--- src/logic/marsPkg.sv ---
package marsPkg;

	// bus widths
	localparam int DATA_W = 16;
	localparam int SH_ADDR_W = 21;	// sh2 word address, bits 21..1
	localparam int MD_ADDR_W = 24;
	localparam int COMM_COUNT = 8;

	typedef logic [DATA_W-1:0] dataT;
	typedef logic [SH_ADDR_W:1] shAddrT;
	typedef logic [MD_ADDR_W-1:0] mdAddrT;
	typedef logic [$clog2(COMM_COUNT)-1:0] commIdxT;
	typedef logic [3:0] irqVecT;	// one bit per interrupt source
	typedef logic [3:0] irlT;

	// sh2 side byte addresses, cs0 space
	localparam logic [SH_ADDR_W:0] SYS_BASE = 22'h004000;	// 0x4000..0x401F
	localparam logic [SH_ADDR_W:0] COMM_BASE = 22'h004020;	// 0x4020..0x402F

	// 68k side map
	localparam mdAddrT MD_COMM_BASE = 24'hA15120;
	localparam mdAddrT MD_ID_ADDR = 24'hA130EC;
	localparam mdAddrT MD_ADAPTER_ADDR = 24'hA15100;
	localparam mdAddrT MD_INTC_ADDR = 24'hA15102;

	localparam dataT ADAPTER_VALUE = 16'h0181;
	localparam dataT ID_HIGH = 16'h4D41;	// "MA"
	localparam dataT ID_LOW = 16'h5253;	// "RS"

	// FM=1, ADEN=1, all enables off
	localparam dataT INT_CONT_RESET = 16'h8200;

	// bit positions inside irqVecT
	localparam int IRQ_VRES = 3;
	localparam int IRQ_VINT = 2;
	localparam int IRQ_HINT = 1;
	localparam int IRQ_CMD = 0;

	// interrupt levels as seen by the sh2
	localparam irlT IRL_VRES = 4'd14;
	localparam irlT IRL_VINT = 4'd12;
	localparam irlT IRL_HINT = 4'd10;
	localparam irlT IRL_CMD = 4'd8;
	localparam irlT IRL_IDLE = 4'd0;

	typedef enum logic [1:0] {
		regNone,
		regSys,	// 0x4000 block
		regComm	// comm words
	} regionT;

	// word offsets inside the system block
	typedef enum logic [3:0] {
		rgIntCont = 4'd0,
		rgVresClr = 4'd10,
		rgVintClr = 4'd11,
		rgHintClr = 4'd12,
		rgCintClr = 4'd13
	} sysRegT;

endpackage

--- src/logic/mdBusPort.sv ---
`timescale 1ns/1ps

module mdBusPort (
	input marsPkg::mdAddrT mdAddr,
	input logic mdAsN,
	input logic mdRnw,
	input logic mdUdsN,
	input logic mdLdsN,
	input marsPkg::dataT mdWrData,
	input marsPkg::dataT commAll [marsPkg::COMM_COUNT],
	output marsPkg::dataT mdRdData,
	output logic mdCommWr,
	output marsPkg::commIdxT mdCommIdx,
	output logic mdLaneHi,
	output logic mdLaneLo,
	output logic [1:0] cmdReq
);

	import marsPkg::*;

	logic mdWr;
	logic idHit;
	logic adapterHit;
	logic intcHit;
	logic commHit;

	// address decode, 68k byte addresses
	assign idHit = mdAddr[MD_ADDR_W-1:2] == MD_ID_ADDR[MD_ADDR_W-1:2];	// 4 bytes
	assign adapterHit = mdAddr[MD_ADDR_W-1:1] == MD_ADAPTER_ADDR[MD_ADDR_W-1:1];
	assign intcHit = mdAddr[MD_ADDR_W-1:1] == MD_INTC_ADDR[MD_ADDR_W-1:1];
	assign commHit = mdAddr[MD_ADDR_W-1:4] == MD_COMM_BASE[MD_ADDR_W-1:4];	// 16 bytes

	assign mdWr = !mdAsN && !mdRnw;	// level, every cycle as is low
	assign mdLaneHi = !mdUdsN;
	assign mdLaneLo = !mdLdsN;
	assign mdCommIdx = mdAddr[3:1];
	assign mdCommWr = mdWr && commHit;

	// INTM / INTS sit in the low byte
	assign cmdReq = (mdWr && intcHit && mdLaneLo) ? mdWrData[1:0] : 2'b00;

	assign mdRdData = (idHit && !mdAddr[1]) ? ID_HIGH :
		(idHit && mdAddr[1]) ? ID_LOW :
		adapterHit ? ADAPTER_VALUE :
		commHit ? commAll[mdCommIdx] :
		16'hFFFF;	// open bus

endmodule

--- config.mk ---
export PLATFORM = sky130hd
export DESIGN_NAME = mdBusPort
export DESIGN_NICKNAME = d
export VERILOG_FILES = /design/src/logic/marsPkg.sv /design/src/logic/mdBusPort.sv
export SDC_FILE = /design/constraint.sdc
export NUM_CORES = 1
export LEC_CHECK = 0
export BUFFER_PORTS_ARGS = -buffer_cell sky130_fd_sc_hd__buf_4
export CELL_PAD_IN_SITES_DETAIL_PLACEMENT = 0
export CELL_PAD_IN_SITES_GLOBAL_PLACEMENT = 1
export CORE_MARGIN = 2
export CORE_UTILIZATION = 21
export DETAILED_ROUTE_END_ITERATION = 6
export PLACE_DENSITY_LB_ADDON = 0.12
export SETUP_SLACK_MARGIN = 0.15
export SYNTH_ARGS = -nofsm -noshare
export SYNTH_HDL_FRONTEND = slang
export SYNTH_SLANG_ARGS = --single-unit
--- constraint.sdc ---
create_clock -name vclk -period 4
set_input_delay 0.6 -clock vclk [all_inputs]
set_output_delay 0.6 -clock vclk [all_outputs]
set_load 0.1 [all_outputs]
==> metrics.cfg <==
[final_layout]
drive_gt1_share_pct=78.4
antennaDiodeCount=0
mostFrequentLayoutCell=buf_4
final_util_pct=44.8
clock_buffers=0
syn_to_final_growth_pct=103
regArea_um2=0
final_cell_area_mm2=0.00269
most-common-layout-cells=buf_4 (183), mux4_2 (25), mux2i_1 (10)
numSequentialCells=0
multi_input_area_mm2=0.00121
num-nets-final=452
fillers=595
final_cells=353

[worst_setup_path]
worstPathArrival_ns=2.56
path_common_cell=buf_4
cpMaxStageDelayCell=nor2_1
cp-end-kind=primary output
path_class=in2out
endpoint=mdRdData[12]
cp_cell_sequence=buf_4 -> nor4b_1 -> nand4b_1 -> nor2_1 -> o2bb2ai_1 -> buf_4
start_kind=input pin
cp_max_fo=13
cp-startpoint=mdAddr[15]
max_stage_delay_ns=0.55
cp.required_ns=3.40

[sta]
finalSetupTns_ns=0
finalMaxSlewViolations=0
final-hold-violation-count=0
fin_crit_sh_pct=79.0
max_slew_margin_pct=60.6
min_period_ns=3.16
tightest_slew_ns=0.588
timing.fmax_ghz=0.317
rsz0062_at_grt=false
holdWs_ns=1.52
setup_violations=0

[floorplanning]
fp.dieH_um=83.4
core_mm2=0.00599
row_count=28
io_pins=196
die_w_um=83.4
start_util_pct=22.1
dieArea_mm2=0.00695

[logic_synthesis]
synth_top_area_share_pct=42.5
synthTopCellsByArea=mux4_2 (43%), mux4_1 (14%), mux2i_1 (7.6%)
synthCells=111
synth_nets=283
seq_area_frac_synth_pct=0
synth_top_area_cell=mux4_2
syn_avg_cell_area_um2=11.9
netlist-cell-type-count=27
syn-cell-area_mm2=0.00132
ys_warn_count=0

[route]
drc_errors=0
drtPass1Iterations=4
ant_nets=0
drt_wl_total_um=5750
drt_iter0_drc=35
via_per_inst=4.99
wl_per_cell_um=16.3
vias=1760

[power]
ir_worst_vdd_mv=0.0608
power_density_mw_per_mm2=90.3
p_leak_nw=1.24

[global_route]
grt_max_degree=36
antenna_found_initial=0
grt_pass1_wl_um=9260
track_usage_pct=15.9
grt_pass1_vias=1870
grt_overflow=0

[placed_design]
postPlaceCellArea_mm2=0.00269
dp.cells=353
gp_congestion=0.712
hpwl_um=4820
io_buffer_count=181

[min_path]
min_delay_path_depth=3
hp-class=in2out

[cts]
post_cts_buffers=0
cts-resized-gates=0
hold_buffers=0

[flow_run]
max-cap-violations=0

[run_status]
status=finished, final reports clean

through the flow:
step	total power [mW]	setup WS, ns
floorplan	0.121	0.391
global placement	0.244	0.816
detailed placement	0.246	0.819
CTS	0.246	0.807
global route	0.262	0.602
finish	0.243	0.842
power by group:
group	internal [mW]	leakage (nW)	total [mW]	switching [mW]
clock network	0	0	0	0
registers	0	0	0	0
logic	0.164	1.24	0.243	0.0784
total	0.164	1.24	0.243	0.0784
cell usage after synthesis (all sizes together):
library cell  instances
nor4                  2
clkbuf                2
mux4                 32
inv                   2
and2                  2
nor4b                 3
o22ai                 2
nor2                  4
nand4bb               1
nand4b                2
or2                   1
and4                  1
buf                  14
nand2                 3
mux2                  6
mux2i                10
nor4bb                2
a22oi                 1
nand3b                1
o2bb2ai               4
a21oi                 9
nor3                  7
how the worst min path moves through the flow:
stage / startpoint / to / slack [ns]
after floorplan: mdRnw / mdCommWr / 1.39
after global placement: mdUdsN / mdLaneHi / 1.52
after detailed placement: mdUdsN / mdLaneHi / 1.52
after CTS: mdUdsN / mdLaneHi / 1.52
after global routing: mdUdsN / mdLaneHi / 1.54
final: mdUdsN / mdLaneHi / 1.52
routing by layer:
metal,track usage [%],vias up,part of all wire [%]
li1,-,823,-
met1,17.9,838,34
met2,31.7,97,56
met3,3.58,2,9.5
met4,0.596,0,0.50
met5,0,-,0
worst max-delay path, delay by kind of cell:
family          cells  cell delay [ns]
simple gates        3             1.37
buf+inv             2             0.42
compound gates      1             0.16
layout make-up:
cell class	count	share of cell area [%]
inverter	2	0.279
timing repair buffer	183	51.1
tap	75	3.49
multi-input combinational	93	45.1
cell families after synthesis:
kind of cell,Yosys count,synth area share (%)
simple gates,29,14.4
mux,48,69.1
buf+inv,18,8.98
compound gates,16,7.56
Power figures use the tool's default switching activity.
