`src/logic/marsPkg.sv`:
```
package marsPkg;

	// bus widths
	localparam int DATA_W = 16;
	localparam int SH_ADDR_W = 21;	// sh2 word address, bits 21..1
	localparam int MD_ADDR_W = 24;
	localparam int COMM_COUNT = 8;

	typedef logic [DATA_W-1:0] dataT;
	typedef logic [SH_ADDR_W:1] shAddrT;
	typedef logic [MD_ADDR_W-1:0] mdAddrT;
	typedef logic [$clog2(COMM_COUNT)-1:0] commIdxT;
	typedef logic [3:0] irqVecT;	// one bit per interrupt source
	typedef logic [3:0] irlT;

	// sh2 side byte addresses, cs0 space
	localparam logic [SH_ADDR_W:0] SYS_BASE = 22'h004000;	// 0x4000..0x401F
	localparam logic [SH_ADDR_W:0] COMM_BASE = 22'h004020;	// 0x4020..0x402F

	// 68k side map
	localparam mdAddrT MD_COMM_BASE = 24'hA15120;
	localparam mdAddrT MD_ID_ADDR = 24'hA130EC;
	localparam mdAddrT MD_ADAPTER_ADDR = 24'hA15100;
	localparam mdAddrT MD_INTC_ADDR = 24'hA15102;

	localparam dataT ADAPTER_VALUE = 16'h0181;
	localparam dataT ID_HIGH = 16'h4D41;	// "MA"
	localparam dataT ID_LOW = 16'h5253;	// "RS"

	// FM=1, ADEN=1, all enables off
	localparam dataT INT_CONT_RESET = 16'h8200;

	// bit positions inside irqVecT
	localparam int IRQ_VRES = 3;
	localparam int IRQ_VINT = 2;
	localparam int IRQ_HINT = 1;
	localparam int IRQ_CMD = 0;

	// interrupt levels as seen by the sh2
	localparam irlT IRL_VRES = 4'd14;
	localparam irlT IRL_VINT = 4'd12;
	localparam irlT IRL_HINT = 4'd10;
	localparam irlT IRL_CMD = 4'd8;
	localparam irlT IRL_IDLE = 4'd0;

	typedef enum logic [1:0] {
		regNone,
		regSys,	// 0x4000 block
		regComm	// comm words
	} regionT;

	// word offsets inside the system block
	typedef enum logic [3:0] {
		rgIntCont = 4'd0,
		rgVresClr = 4'd10,
		rgVintClr = 4'd11,
		rgHintClr = 4'd12,
		rgCintClr = 4'd13
	} sysRegT;

endpackage

```
`src/logic/commRegFile.sv`:
```
`timescale 1ns/1ps

module commRegFile (
	input logic CLOCK,
	input logic RESET_N,
	input marsPkg::regionT region,
	input logic [3:0] wordIdx,
	input logic shWr,
	input logic laneHi,
	input logic laneLo,
	input marsPkg::dataT wrData,
	input logic mdCommWr,
	input marsPkg::commIdxT mdCommIdx,
	input logic mdLaneHi,
	input logic mdLaneLo,
	input marsPkg::dataT mdWrData,
	output marsPkg::dataT commRdData,
	output marsPkg::dataT commAll [marsPkg::COMM_COUNT]
);

	import marsPkg::*;

	commIdxT shIdx;
	logic shCommWr;

	assign shIdx = wordIdx[$bits(commIdxT)-1:0];	// 0x4020 + 2*idx
	assign shCommWr = shWr && (region == regComm);

	// 68k beats sh2 per byte lane when both hit the same word
	always_ff @(posedge CLOCK or negedge RESET_N) begin
		if (!RESET_N) begin
			for (int i = 0; i < COMM_COUNT; i++)
				commAll[i] <= '0;
		end else begin
			for (int i = 0; i < COMM_COUNT; i++) begin
				// upper byte
				if (mdCommWr && mdCommIdx == i && mdLaneHi)
					commAll[i][15:8] <= mdWrData[15:8];
				else if (shCommWr && shIdx == i && laneHi)
					commAll[i][15:8] <= wrData[15:8];
				// lower byte
				if (mdCommWr && mdCommIdx == i && mdLaneLo)
					commAll[i][7:0] <= mdWrData[7:0];
				else if (shCommWr && shIdx == i && laneLo)
					commAll[i][7:0] <= wrData[7:0];
			end
		end
	end

	assign commRdData = commAll[shIdx];	// sh2 read side

endmodule

```
`config.mk`:
```
export PLATFORM = sky130hd
export DESIGN_NAME = commRegFile
export DESIGN_NICKNAME = d
export VERILOG_FILES = /design/src/logic/marsPkg.sv /design/src/logic/commRegFile.sv
export SDC_FILE = /design/constraint.sdc
export NUM_CORES = 1
export LEC_CHECK = 0
export BUFFER_PORTS_ARGS = -buffer_cell sky130_fd_sc_hd__buf_2
export CORE_UTILIZATION = 30
export DETAILED_ROUTE_END_ITERATION = 8
export GPL_TIMING_DRIVEN = 0
export MAX_ROUTING_LAYER = met4
export PLACE_DENSITY = 0.53
export SLEW_MARGIN = 20
export SYNTH_ARGS = -nofsm -noshare
export SYNTH_HDL_FRONTEND = slang
export SYNTH_SLANG_ARGS = --single-unit
```
`constraint.sdc`:
```
create_clock -name CLOCK -period 2.9 [get_ports CLOCK]
set_input_delay 0.435 -clock CLOCK [delete_from_list [all_inputs] [get_ports CLOCK]]
set_output_delay 0.435 -clock CLOCK [all_outputs]
set_load 0.01 [all_outputs]
```
==> flow_metrics.tcl <==
set metrics [dict create \
    fin_hold_ws_ns 0.324 \
    top_register "commAll" \
    yosys_warnings 0 \
    async_reset_ff_share_pct 100 \
    drc 14 \
    synth_edf_count 0 \
    synth_area_sq_um 8070 \
    grt_use_total_pct 28.9 \
    seqPwrFrac_pct 36.8 \
    overflow 0 \
    core_sq_um 26200 \
    worstRegToRegCells 2 \
    r2r_start "commAll[7]" \
    drive_gt1_share_pct 26.1 \
    finalClockSkew_ns 0 \
    ctsRootBufferMaster "clkbuf_16" \
    ys_seq_area_share_pct 39.7 \
    ioPinCount 193 \
    cts.clk_slew.worst_paths_ns 0.06 \
    reg.largest.list "commAll: 128 flops" \
    ir_drop_mv 0.379 \
    rsz0062_at_grt "no" \
    die_h_um 166 \
    grt_antenna_before_repair 3 \
    cp_max_fo 10 \
    post_cts_buffers 0 \
    vias 8946 \
    vias_per_cell 6.18 \
    maxCapViolCount 0 \
    instances_no_fill 1447 \
    place_hpwl_um 28100 \
    fmax_ghz 0.358 \
    drtIter0Drc 1126 \
    reg2reg_slack_ns 2.07 \
    p_switching_w 0.00257 \
    num_rows 59 \
    die-area_sq_um 27600 \
    arrival_ns 2.36 \
    grt_pass1_wl_um 56900 \
    violations "DRC" \
    end_kind "output port" \
    start_util_pct 30.8 \
    preCtsSetupSlack_ns 0.150 \
    io_buffers 167 \
    ant_nets 0 \
    syn_inst 908 \
    setup_tns_ns 0 \
    power.share.clock_pct 32.8 \
    syn-num-nets 957 \
    final_nets 1145 \
    syn_area_per_cell_sq_um 8.89 \
    hold_class "input pin to flip-flop" \
    finalInstanceArea_sq_um 10000 \
    place_congestion 0.923 \
    grt_pass1_vias 8780 \
    maxSlewViolCount 0 \
    dpl_cell_area_sq_um 9370 \
    syn2layout_area_growth_pct 24.2 \
    status "complete, but fails checks" \
    cp.required_ns 2.47 \
    cts_sinks 128 \
    cts.repair.resized 0 \
    period_minus_slack_ns 2.80 \
    largest_register_ffs 128 \
    cts_hold_buffers 1 \
    power_density_nw_per_um2 729 \
    combPwrFrac_pct 30.4 \
    cts_buffers 17 \
    worstHoldStart "wrData[0]" \
    worstMarginPinSlew_ns 0.964 \
    setup_viol_count_final 0 \
    synth_flop_cell "dfrtp_1" \
    grt_max_degree 92 \
    critical_path_class "input pin to output port" \
    hold_viol 0 \
    r2r_end "commAll[7]" \
    drtPass1Iterations 8 \
    ys_types 27 \
    p_int_w 0.00474 \
    p_sw_share_pct 35.1 \
    clock_latency_ns 0.45 \
    routed_wl_um 38800 \
    h-tree-depth 4 \
    p_leak_nw 3.72 \
    cts_tree "built" \
    ys_ff_latch 128 \
    cp-start-kind "input pin" \
    routedWlPerCell_um 26.8 \
    startpoint "wordIdx[1]" \
    die_w_um 166 \
    relSlewSlack_pct 35.7 \
    fin_ws_ns 0.105 \
    period_share_pct 96.4 \
    dp.cells 1411 \
    clockBufferDepth 2 \
    setup.worst_path.end "commRdData[4]" \
]
-- cells in the mapped netlist (all sizes together) (2+ instances only) --
cell type,n,area [sq um]
or3b,4,35.0
mux4,32,721
and4b,30,300
and2,2,12.5
or2,13,81.3
nor2b,3,18.8
nor3,128,641
clkbuf,69,259
nand4,38,238
nor4bb,16,160
o21ai,128,641
nand3,5,25.0
nand2,93,349
nand3b,8,60.1
mux2,16,180
buf,60,288
a31oi,128,801
nand2b,3,18.8
dfrtp,128,3200
-- kinds of logic after synthesis --
family | synth area share (%)
multiplexers | 11.2
buffers and inverters | 6.77
AO/OA/AOI/OAI | 17.9
flip-flops | 39.7
AND/OR/NAND/NOR | 24.5
-- per-layer routing --
layer / up-vias / track usage (%) / wire length (um)
li1: 3852 / - / -
met1: 4419 / 36.1 / 15500
met2: 594 / 44.6 / 17900
met3: 81 / 8.17 / 4200
met4: 0 / 10.7 / 1200
met5: - / - / 0
-- how the worst min path moves through the flow --
| stage | endpoint | cells past startpoint | slack, ns |
|---|---|---|---|
| 3_5_place_dp | commAll[114] | 1 | 0.33 |
| 2_1_floorplan | commAll[0] | 0 | 0.14 |
| 3_3_place_gp | commAll[60] | 2 | 0.57 |
| 4_1_cts | commAll[32] | 3 | 0.32 |
| 6_report | commAll[32] | 3 | 0.32 |
| 5_1_grt | commAll[1] | 3 | 0.33 |
-- per-stage QoR --
| stage | utilization (%) | total power, W |
|---|---|---|
| floorplan | - | 0.00376 |
| global placement | 35.6 | 0.00489 |
| detailed placement | 35.7 | 0.00491 |
| CTS | 38.2 | 0.00730 |
| global route | 38.2 | 0.00760 |
| finish | 38.2 | 0.00731 |
-- area by class of cell --
cell class,instances,area [sq um]
fill,2734,16200
buffer,129,547
clock inverter,10,156
antenna,3,7.51
sequential,128,3200
tap,335,419
timing repair buffer,169,883
multi-input combinational,651,4320
clock buffer,22,484
-- layout by cell type, fill, tap and decap left out, types with 4 or more instances in the layout --
cell type	synthesis	layout
bufinv_16	0	4
nor4bb_1	16	16
nand4_1	38	38
buf_1	27	27
o21ai_0	128	128
mux2_2	16	16
or3b_1	4	4
nand2_1	93	93
clkbuf_16	0	17
buf_2	29	195
clkbuf_8	0	4
nand3_1	5	5
a31oi_1	128	128
clkbuf_1	69	70
dfrtp_1	128	128
or2_2	9	9
clkinv_2	0	4
mux4_2	32	32
and4b_1	30	30
nand3b_1	8	8
nor3_1	128	128
or2_0	4	4
-- critical path, stage by stage --
cell and delay, ns:
buf_2 0.23, buf_1 0.76, mux4_2 0.46, mux2_2 0.32
buf_2 0.15
-- power by group through the flow --
stage                     Sequential [W]  Combinational, W  Clock, W
final                            0.00269           0.00222   0.00240
after global routing             0.00274           0.00238   0.00248
after CTS                        0.00268           0.00222   0.00240
after detailed placement         0.00270           0.00221         0
after global placement           0.00270           0.00219         0
after floorplan                  0.00278          0.000985         0
(Power assumes the default switching activity.)
