--- config.mk ---
export PLATFORM = sky130hd
export DESIGN_NAME = sysRegFile
export DESIGN_NICKNAME = d
export VERILOG_FILES = /design/src/logic/marsPkg.sv /design/src/logic/sysRegFile.sv
export SDC_FILE = /design/constraint.sdc
export NUM_CORES = 1
export LEC_CHECK = 0
export BUFFER_PORTS_ARGS = -buffer_cell sky130_fd_sc_hd__buf_4
export CORE_UTILIZATION = 45
export DETAILED_ROUTE_END_ITERATION = 8
export GPL_ROUTABILITY_DRIVEN = 0
export PLACE_DENSITY = 0.84
export REMOVE_ABC_BUFFERS = 1
export SETUP_SLACK_MARGIN = 0.1
export SYNTH_ARGS = -nofsm -noshare
export SYNTH_HDL_FRONTEND = slang
export SYNTH_SLANG_ARGS = --single-unit
--- constraint.sdc ---
create_clock -name CLOCK -period 1 [get_ports CLOCK]
set_input_delay 0.05 -clock CLOCK [delete_from_list [all_inputs] [get_ports CLOCK]]
set_output_delay 0.05 -clock CLOCK [all_outputs]
set_load 0.02 [all_outputs]
--- src/logic/marsPkg.sv ---
package marsPkg;

	// bus widths
	localparam int DATA_W = 16;
	localparam int SH_ADDR_W = 21;	// sh2 word address, bits 21..1
	localparam int MD_ADDR_W = 24;
	localparam int COMM_COUNT = 8;

	typedef logic [DATA_W-1:0] dataT;
	typedef logic [SH_ADDR_W:1] shAddrT;
	typedef logic [MD_ADDR_W-1:0] mdAddrT;
	typedef logic [$clog2(COMM_COUNT)-1:0] commIdxT;
	typedef logic [3:0] irqVecT;	// one bit per interrupt source
	typedef logic [3:0] irlT;

	// sh2 side byte addresses, cs0 space
	localparam logic [SH_ADDR_W:0] SYS_BASE = 22'h004000;	// 0x4000..0x401F
	localparam logic [SH_ADDR_W:0] COMM_BASE = 22'h004020;	// 0x4020..0x402F

	// 68k side map
	localparam mdAddrT MD_COMM_BASE = 24'hA15120;
	localparam mdAddrT MD_ID_ADDR = 24'hA130EC;
	localparam mdAddrT MD_ADAPTER_ADDR = 24'hA15100;
	localparam mdAddrT MD_INTC_ADDR = 24'hA15102;

	localparam dataT ADAPTER_VALUE = 16'h0181;
	localparam dataT ID_HIGH = 16'h4D41;	// "MA"
	localparam dataT ID_LOW = 16'h5253;	// "RS"

	// FM=1, ADEN=1, all enables off
	localparam dataT INT_CONT_RESET = 16'h8200;

	// bit positions inside irqVecT
	localparam int IRQ_VRES = 3;
	localparam int IRQ_VINT = 2;
	localparam int IRQ_HINT = 1;
	localparam int IRQ_CMD = 0;

	// interrupt levels as seen by the sh2
	localparam irlT IRL_VRES = 4'd14;
	localparam irlT IRL_VINT = 4'd12;
	localparam irlT IRL_HINT = 4'd10;
	localparam irlT IRL_CMD = 4'd8;
	localparam irlT IRL_IDLE = 4'd0;

	typedef enum logic [1:0] {
		regNone,
		regSys,	// 0x4000 block
		regComm	// comm words
	} regionT;

	// word offsets inside the system block
	typedef enum logic [3:0] {
		rgIntCont = 4'd0,
		rgVresClr = 4'd10,
		rgVintClr = 4'd11,
		rgHintClr = 4'd12,
		rgCintClr = 4'd13
	} sysRegT;

endpackage

--- src/logic/sysRegFile.sv ---
`timescale 1ns/1ps

module sysRegFile (
	input logic CLOCK,
	input logic RESET_N,
	input marsPkg::regionT region,
	input logic [3:0] wordIdx,
	input logic shWr,
	input logic cpuSlave,
	input logic laneHi,
	input logic laneLo,
	input marsPkg::dataT wrData,
	output marsPkg::dataT sysRdData,
	output marsPkg::irqVecT enMaster,
	output marsPkg::irqVecT enSlave,
	output marsPkg::irqVecT clrMaster,
	output marsPkg::irqVecT clrSlave
);

	import marsPkg::*;

	logic [15:4] intShared;	// FM, ADEN, CART, HEN ... shared by both cpus
	logic [3:0] nibMaster;	// V H CMD PWM
	logic [3:0] nibSlave;
	logic sysWr;
	logic ctlWr;
	irqVecT clrVec;

	assign sysWr = shWr && (region == regSys);
	assign ctlWr = sysWr && (wordIdx == rgIntCont);

	// clear words are pure actions
	always_comb begin
		clrVec = '0;
		if (sysWr) begin
			case (sysRegT'(wordIdx))
				rgVresClr: clrVec[IRQ_VRES] = 1'b1;
				rgVintClr: clrVec[IRQ_VINT] = 1'b1;
				rgHintClr: clrVec[IRQ_HINT] = 1'b1;
				rgCintClr: clrVec[IRQ_CMD] = 1'b1;
				default: ;
			endcase
		end
	end

	always_ff @(posedge CLOCK or negedge RESET_N) begin
		if (!RESET_N) begin
			intShared <= INT_CONT_RESET[15:4];
			nibMaster <= 4'h0;
			nibSlave <= 4'h0;
			clrMaster <= '0;
			clrSlave <= '0;
		end else begin
			clrMaster <= cpuSlave ? '0 : clrVec;	// pulse goes to the writer only
			clrSlave <= cpuSlave ? clrVec : '0;
			if (ctlWr) begin
				if (laneHi)
					intShared[15:8] <= wrData[15:8];
				if (laneLo) begin
					intShared[7:4] <= wrData[7:4];
					// each cpu owns its own nibble
					if (cpuSlave)
						nibSlave <= wrData[3:0];
					else
						nibMaster <= wrData[3:0];
				end
			end
		end
	end

	// vres has no mask bit, always allowed
	assign enMaster = {1'b1, nibMaster[3:1]};
	assign enSlave = {1'b1, nibSlave[3:1]};

	always_comb begin
		sysRdData = '0;	// clear words read back 0
		if (region == regSys && wordIdx == rgIntCont)
			sysRdData = {intShared, cpuSlave ? nibSlave : nibMaster};
	end

endmodule

==> metrics.md <==
| Metric | Value |
|---|---|
| Clock Tree Buf Depth | `2` |
| Post-Syn Instances | `101` |
| Post-Syn Area | `1280 um^2` |
| DR WL/cell | `19.0 um` |
| Sum Neg Setup Slack | `-5860 ps` |
| Total Power | `2.41 mW` |
| Antenna Cells | `0` |
| Top delay family on crit path | `simple AND/OR/NAND/NOR gates` |
| Critical Path RT | `950 ps` |
| Inst Count DP | `188` |
| Wirelength, routed | `4.23 mm` |
| Fin crit share | `1.29` |
| Worst Hold Slack | `25.8 ps` |
| Final Hold Viols | `0` |
| I/O pins | `60` |
| WP data arrival | `1240 ps` |
| Vias in the first global route | `1297` |
| Post-DP HPWL | `2.04 mm` |
| Final Cell Area | `2300 um^2` |
| Grt ovf | `0` |
| Gr usage total | `0.275` |
| Setup crit end kind | `primary output` |
| Layout net count | `221` |
| Warnings, synthesis | `0` |
| Final Max Tran Viols | `0` |
| H-Tree Depth | `1` |
| Area Growth Syn to Fin | `79.7%` |
| Cell taking the most area after synthesis | `dfrtp_1` |
| Yosys top cell area share | `0.507` |
| Die width | `55.4 um` |
| RSZ-0062 raised after global routing | `yes` |
| Slowest-stage cell, CP | `nor4_4` |
| CTS tree | `yes` |
| Max incr delay on CP | `330 ps` |
| Clock Sinks | `28` |
| Pin count of the biggest net entering global routing | `29` |
| Worst path bufs/invs | `3` |
| Starting density of the core | `0.495` |
| Area contributors post-synth | `dfrtp_1 (51%), mux2_2 (18%), and2_1 (5.9%), buf_4 (4.7%), dfstp_2 (4.1%)` |
| CP Max Fanout | `6` |
| Die Height | `55.4 um` |
| Post-synth cell types | `23` |
| Failing checks | `negative setup slack` |
| Fmax | `777 MHz` |
| Sequential area share after synthesis | `0.548` |
| WS Path Type | `primary input to primary output` |
| Max-cap violations | `0` |
| Leak Pwr | `1.18 nW` |
| Setup ws final | `-287 ps` |
| Number of cells in the finished layout apart from fillers | `222` |
| Drt drc | `0` |
| VDD IR max | `1.01 mV` |
| Post-layout util | `0.890` |
| Clk_lat worst skew | `320 ps` |
| CTS clk-pin slew, worst paths | `160 ps` |
| Hold Path Class | `primary input to flop` |
| FP Rows | `18` |
| Ys async rst share | `1.00` |
| Setup Viol. Count Final | `38` |
| ANT nets after route | `0` |
| Post-DP Area | `1750 um^2` |
| First-pass DRT Iterations | `6` |
| Flops & latches, synth | `28` |
| CTS root buf | `clkbuf_4` |
| Clock Skew | `0 ps` |
| Initial antenna violation count | `0` |
| Core footprint | `2590 um^2` |
| Vias/cell | `5.16` |
| Status | `complete, but fails checks` |
| Pwr per Cell Area | `1050 nW/um^2` |
| Initial DRC count | `29` |
| CP startpoint kind | `primary input` |
| Crit-path cells | `buf_6 -> nor4_4 -> buf_4 -> and3b_2 -> and2_4 -> buf_6` |
| Count leader, synth | `dfrtp_1` |
| Synth Flop Type | `dfrtp_1` |
| Via count | `1146` |
| Number of buffers created by CTS | `3` |
| Place WS | `-384 ps` |
| Die Area | `3070 um^2` |
| Crit-path most repeated cell | `buf_6` |
| Share of cells above drive strength 1 | `0.646` |
| Post-synth EDFFs | `0` |
| First-pass GRT wire length | `6.53 mm` |
| Port bufs | `57` |
| Synthesized area per cell | `12.7 um^2` |
| Most instantiated cells after synthesis | `dfrtp_1 (26), mux2_2 (20), and2_1 (12), nor2_1 (10), buf_4 (8)` |
| Fin crit period | `1290 ps` |
worst reg2reg max path, cell delays in order, from the launching register on:
cell     delay [ps]
dfrtp_1         430
buf_6           130
buf_4           120
mux2_2          250
cells in the final DEF (no fill, tap or decap), drive strengths merged, types with 3 or more instances in the layout:
cell          n
dlygate4sd3  17
dfrtp        26
and3b         3
mux2i         4
nor2         10
mux2         20
buf          79
and2         12
clkbuf        3
registers in the layout (all words and copies together) (netlist names):
register / cells
intShared: 12
nibSlave: 4
nibMaster: 4
clrMaster: 4
clrSlave: 4
repair_timing:
item / in CTS / in global routing
buffers inserted: 11 / 8
pin swaps: 17 / 8
gates cloned: 1 / 0
hold buffers: 17 / 0
hold endpoints to repair: 48 / 0
endpoints found under the setup margin: 46 / 50
resized for setup: 60 / 10
cells by family after synthesis:
| logic type | count (synthesis) | synth area share |
|---|---|---|
| other | 1 | 0.00292 |
| and+or+nand+nor | 37 | 0.184 |
| DFF | 28 | 0.548 |
| muxes | 24 | 0.207 |
| buffers and inverters | 11 | 0.0576 |
final cells by class:
type / instances / area (um^2)
clock buffers: 3 / 22.5
clock inverters: 1 / 30.0
fillers: 107 / 285
multi-input cells: 64 / 602
flip-flops and latches: 28 / 703
well taps: 30 / 37.5
repair buffers: 96 / 910
power breakdown:
group,switching (mW),internal (mW)
sequential,0.0351,1.19
clock,0.338,0.405
combinational,0.170,0.268
total,0.544,1.87
per-layer routing:
metal / up-vias / share of wire / GRT usage
li1: 519 / - / -
met3: 12 / 0.066 / 0.0422
met4: 0 / 0.017 / 0.0714
met5: - / 0 / 0
met2: 71 / 0.53 / 0.501
met1: 544 / 0.39 / 0.338
worst paths after layout:
kind	start	to	slack, ps	cells past startpoint
max in group asynchronous	RESET_N	intShared[9]	540	2
worst min register to register	intShared[13]	intShared[13]	540	1
worst max register to register	nibSlave[2]	nibSlave[2]	-30	3
worst min-delay path	wordIdx[0]	clrMaster[3]	30	3
min in group asynchronous	RESET_N	clrMaster[0]	140	2
worst max-delay path	wordIdx[3]	sysRdData[9]	-290	6
(Power assumes the default switching activity.)
