## src/logic/marsPkg.sv

```systemverilog
package marsPkg;

	// bus widths
	localparam int DATA_W = 16;
	localparam int SH_ADDR_W = 21;	// sh2 word address, bits 21..1
	localparam int MD_ADDR_W = 24;
	localparam int COMM_COUNT = 8;

	typedef logic [DATA_W-1:0] dataT;
	typedef logic [SH_ADDR_W:1] shAddrT;
	typedef logic [MD_ADDR_W-1:0] mdAddrT;
	typedef logic [$clog2(COMM_COUNT)-1:0] commIdxT;
	typedef logic [3:0] irqVecT;	// one bit per interrupt source
	typedef logic [3:0] irlT;

	// sh2 side byte addresses, cs0 space
	localparam logic [SH_ADDR_W:0] SYS_BASE = 22'h004000;	// 0x4000..0x401F
	localparam logic [SH_ADDR_W:0] COMM_BASE = 22'h004020;	// 0x4020..0x402F

	// 68k side map
	localparam mdAddrT MD_COMM_BASE = 24'hA15120;
	localparam mdAddrT MD_ID_ADDR = 24'hA130EC;
	localparam mdAddrT MD_ADAPTER_ADDR = 24'hA15100;
	localparam mdAddrT MD_INTC_ADDR = 24'hA15102;

	localparam dataT ADAPTER_VALUE = 16'h0181;
	localparam dataT ID_HIGH = 16'h4D41;	// "MA"
	localparam dataT ID_LOW = 16'h5253;	// "RS"

	// FM=1, ADEN=1, all enables off
	localparam dataT INT_CONT_RESET = 16'h8200;

	// bit positions inside irqVecT
	localparam int IRQ_VRES = 3;
	localparam int IRQ_VINT = 2;
	localparam int IRQ_HINT = 1;
	localparam int IRQ_CMD = 0;

	// interrupt levels as seen by the sh2
	localparam irlT IRL_VRES = 4'd14;
	localparam irlT IRL_VINT = 4'd12;
	localparam irlT IRL_HINT = 4'd10;
	localparam irlT IRL_CMD = 4'd8;
	localparam irlT IRL_IDLE = 4'd0;

	typedef enum logic [1:0] {
		regNone,
		regSys,	// 0x4000 block
		regComm	// comm words
	} regionT;

	// word offsets inside the system block
	typedef enum logic [3:0] {
		rgIntCont = 4'd0,
		rgVresClr = 4'd10,
		rgVintClr = 4'd11,
		rgHintClr = 4'd12,
		rgCintClr = 4'd13
	} sysRegT;

endpackage

```

## src/logic/irqGen.sv

```systemverilog
`timescale 1ns/1ps

module irqGen (
	input logic CLOCK,
	input logic RESET_N,
	input logic vsync,
	input logic hsync,
	input logic vresReq,
	input logic [1:0] cmdReq,	// bit 0 master, bit 1 slave
	input marsPkg::irqVecT enMaster,
	input marsPkg::irqVecT enSlave,
	input marsPkg::irqVecT clrMaster,
	input marsPkg::irqVecT clrSlave,
	output logic [2:0] irlMasterN,
	output logic [2:0] irlSlaveN
);

	import marsPkg::*;

	logic vsyncPrev;
	logic hsyncPrev;
	logic vFall;
	logic hFall;
	irqVecT enVec [2];	// index 0 master, 1 slave
	irqVecT clrVec [2];
	irqVecT setVec [2];
	irqVecT trig [2];
	irlT irlM;
	irlT irlS;

	// highest source wins
	function automatic irlT irlOf(input irqVecT t);
		irlT lvl;
		if (t[IRQ_VRES])
			lvl = IRL_VRES;
		else if (t[IRQ_VINT])
			lvl = IRL_VINT;
		else if (t[IRQ_HINT])
			lvl = IRL_HINT;
		else if (t[IRQ_CMD])
			lvl = IRL_CMD;
		else
			lvl = IRL_IDLE;
		return lvl;
	endfunction

	assign vFall = vsyncPrev && !vsync;
	assign hFall = hsyncPrev && !hsync;
	assign enVec[0] = enMaster;
	assign enVec[1] = enSlave;
	assign clrVec[0] = clrMaster;
	assign clrVec[1] = clrSlave;

	always_comb begin
		for (int c = 0; c < 2; c++) begin
			setVec[c][IRQ_VRES] = vresReq;
			setVec[c][IRQ_VINT] = vFall && enVec[c][IRQ_VINT];
			setVec[c][IRQ_HINT] = hFall && enVec[c][IRQ_HINT];
			setVec[c][IRQ_CMD] = cmdReq[c] && enVec[c][IRQ_CMD];
		end
	end

	always_ff @(posedge CLOCK or negedge RESET_N) begin
		if (!RESET_N) begin
			vsyncPrev <= 1'b0;	// no edge until sync has been seen high
			hsyncPrev <= 1'b0;
			trig[0] <= '0;
			trig[1] <= '0;
		end else begin
			vsyncPrev <= vsync;
			hsyncPrev <= hsync;
			// vres is never held and only lives as long as its level
			for (int c = 0; c < 2; c++)
				trig[c] <= setVec[c] | (trig[c] & ~clrVec[c] & ~irqVecT'(1 << IRQ_VRES));	// set beats clear
		end
	end

	assign irlM = irlOf(trig[0]);
	assign irlS = irlOf(trig[1]);

	// irl0 comes from FT0A on the board so only 3..1 are ours
	assign irlMasterN = ~irlM[3:1];
	assign irlSlaveN = ~irlS[3:1];

endmodule

```

## config.mk

```make
export PLATFORM = sky130hd
export DESIGN_NAME = irqGen
export DESIGN_NICKNAME = d
export VERILOG_FILES = /design/src/logic/marsPkg.sv /design/src/logic/irqGen.sv
export SDC_FILE = /design/constraint.sdc
export NUM_CORES = 1
export LEC_CHECK = 0
export ABC_CLOCK_PERIOD_IN_PS = 1200
export BUFFER_PORTS_ARGS = -buffer_cell sky130_fd_sc_hd__buf_2
export CORE_AREA = 4 4 41 43
export CTS_BUF_LIST = sky130_fd_sc_hd__clkbuf_4
export CTS_CLUSTER_SIZE = 16
export DETAILED_ROUTE_END_ITERATION = 8
export DIE_AREA = 0 0 45 47
export PLACE_DENSITY = 0.6
export SETUP_SLACK_MARGIN = 0.1
export SYNTH_ARGS = -nofsm -noshare
export SYNTH_HDL_FRONTEND = slang
export SYNTH_SLANG_ARGS = --single-unit
```

## constraint.sdc

```tcl
create_clock -name CLOCK -period 1.2 [get_ports CLOCK]
set_clock_uncertainty 0.05 [all_clocks]
set_input_delay 0.06 -clock CLOCK [delete_from_list [all_inputs] [get_ports CLOCK]]
set_output_delay 0.06 -clock CLOCK [all_outputs]
set_load 0.05 [all_outputs]
```

==> results.yml <==
outcome:
  run_status: "finished with violations"
  violations: "negative setup slack"
synth:
  async_flop_share: 1.000
  synth_top_family_by_area: "compound AO/OA/AOI/OAI gates"
  yosys_warnings: 0
  yosysTopAreaCell: "dfrtp_1"
  synth_most_common_cell: "dfrtp_1"
  synth_ff_type: "dfrtp_1"
  synth_fp_nets: 54
  synth_xor_xnor_area_share: 0
  synthAdderAreaFrac: 0
  seq_area_frac_synth: 0.6338
  ys_ff_latch: 9
  yosys.area.top_type_share: 0.6338
  synthCells: 31
  synth-simple-area-share: 0.1479
  synth_edf_count: 0
  synthMuxAreaShare: 0
  synth_commonest_cells: "dfrtp_1, inv_1"
  synth-compound-area-share: 0.1549
  synth_area_um2: 355.3
  synth_cell_types: 10
  synth_area_leaders: "dfrtp_1, nor4_2, inv_1"
  synth_area_per_cell_um2: 11.46
finish:
  final_net_count: 101
  final_util: 0.5894
  areaGrowthSynthToFinish_pct: 115.8
  drive_gt1_frac: 0.4935
  n_antenna_cell: 0
  fin_area_um2: 767.0
sta:
  hold_viol: 0
  drv_slew: 0
  rsz0062_at_grt: "yes"
  fin_crit_sh: 1.052
  setup_slack_ps: -61.96
  fin_crit_ps: 1262
  worst_pin_slew_ps: 206.1
  maxSlewHeadroom: 0.8615
  setup_viol: 2
  max_freq_ghz: 0.7924
route:
  drt_iter0_drc: 0
  wl_met3_um: 50
  top_layer: "met4"
  vias: 393
  drt-met1-wl_um: 360
  routed_via_density: 4.272
  final_antenna_net_count: 0
  drt_wl_total_um: 1011
  drt_pass1_iterations: 1
  wl_per_cell_um: 10.99
  drcViolationCount: 0
  dr_wl_met2_um: 585
floorplanning:
  start_util: 0.2731
  core_area_um2: 1301
  rows: 13
  ios: 29
  die_area_um2: 2115
  die_height_um: 47
  die_w_um: 45
clock_network:
  cts-buffers-inserted: 3
  path_clk_slew_ps: 60
  clock_tree.buffer_depth: 2
  root_buffer: "clkbuf_4"
  insertion_delay_ps: 250
  cts_tree: "yes"
  clock-sinks: 9
  h-tree-depth: 1
placement:
  port_buffers: 24
  place_congestion: 0.6337
  dpl-instance-area_um2: 511.7
  hpwl_um: 636.3
global_routing:
  grt_pass1_wl_um: 1725
  grt_usage: 0.1194
  antenna_found_initial: 0
  grt_max_degree: 10
  grt_pass1_vias: 429
  grt_overflow: 0
pwr:
  internal-power_uw: 593.2
  power.total_uw: 829.8
  switching_share: 0.2852
  pwr-share-comb: 0.270
  seq_power_share: 0.428
  powerDensity_nw_per_um2: 1082
  vdd_drop_max_v: 0.0007182
  p_switching_uw: 236.6
  p_clk_frac: 0.302
  p_leak_nw: 0.3721
critical_path:
  end_kind: "primary output"
  startpoint_type: "flip-flop"
  critPathKind: "flip-flop to primary output"
  reg2reg_depth: 2
  cp.arrival_ps: 1150
  worstPathRequired_ps: 1090
  crit_fanout: 3
flow_run:
  drv_cap: 0
hold_path:
  min_path_cells: 3
  hold_path_class: "input port to flip-flop"
[timing repair]
item / in CTS / in global routing
setup buffers: 1 / 1
hold buffers: 16 / 0
pin swaps: 3 / 2
endpoints found under the hold margin: 18 / 0
resized for setup: 11 / 7
endpoints found under the setup margin: 6 / 6
[metrics by stage]
stage | hold WS [ps] | setup TNS (ps) | cells | setup slack [ps]
2_1_floorplan | -285.6 | -395.2 | 31 | -151.9
3_3_place_gp | -130.9 | 0 | 70 | 66.91
3_5_place_dp | -128.3 | 0 | 70 | 77.28
4_1_cts | 37.81 | -167.8 | 91 | -72.70
5_1_grt | 38.56 | -310.3 | 92 | -120.1
6_report | 47.98 | -121.8 | 92 | -61.96
[area by class of cell]
| class | count | area, um^2 |
|---|---|---|
| tap | 15 | 18.77 |
| timing repair buffer | 42 | 332.8 |
| fill | 113 | 534.3 |
| sequential | 9 | 227.7 |
| inverter | 6 | 22.52 |
| clock buffer | 4 | 30.03 |
| multi-input combinational | 16 | 135.1 |
[cells in the final DEF, fill, tap and decap left out, drive strengths merged]
cell | synthesis | routed
dlygate4sd3 | 0 | 16
clkbuf | 0 | 4
o2bb2ai | 2 | 2
nor2b | 2 | 2
nand2 | 2 | 2
nor2 | 2 | 2
a22o | 2 | 2
buf | 0 | 26
a21oi | 2 | 2
o21ai | 2 | 2
dfrtp | 9 | 9
nor4 | 2 | 2
inv | 6 | 6
[state kept, by name, summed over array words and instances, names as in the netlist]
signal	count
hsyncPrev	1
trig	7
vsyncPrev	1
[routing by layer]
metal / track usage / up-vias
met2: 0.2062 / 10
met5: 0 / -
met4: 0.07018 / 0
li1: - / 195
met1: 0.1280 / 186
met3: 0.03831 / 2
[kinds of logic (layout without fill, tap and decap cells)]
kind of cell           count (synthesis)  after routing
AO/OA/AOI/OAI                          8              8
buffers and inverters                  6             52
flip-flops                             9              9
AND/OR/NAND/NOR                        8              8
[final timing paths]
path	start	end	slack [ps]
max in group asynchronous	RESET_N	trig[7]	780
worst max-delay path	trig[2]	irlSlaveN[2]	-60
min in group asynchronous	RESET_N	trig[0]	130
worst min register to register	trig[4]	trig[4]	540
worst min-delay path	clrMaster[1]	trig[5]	50
worst max register to register	trig[1]	trig[1]	260
[power groups by stage]
| stage | Combinational, mW | Sequential [mW] | Clock, mW |
|---|---|---|---|
| finish | 0.224 | 0.355 | 0.251 |
| global route | 0.242 | 0.357 | 0.282 |
| CTS | 0.213 | 0.351 | 0.264 |
| detailed placement | 0.149 | 0.356 | 0 |
| global placement | 0.147 | 0.356 | 0 |
| floorplan | 0.0950 | 0.352 | 0 |
[worst max-delay path: stages, from the launching register on]
cell and delay, ps:
dfrtp_2 440, nor4_4 270, buf_6 190
(Power assumes the default switching activity.)
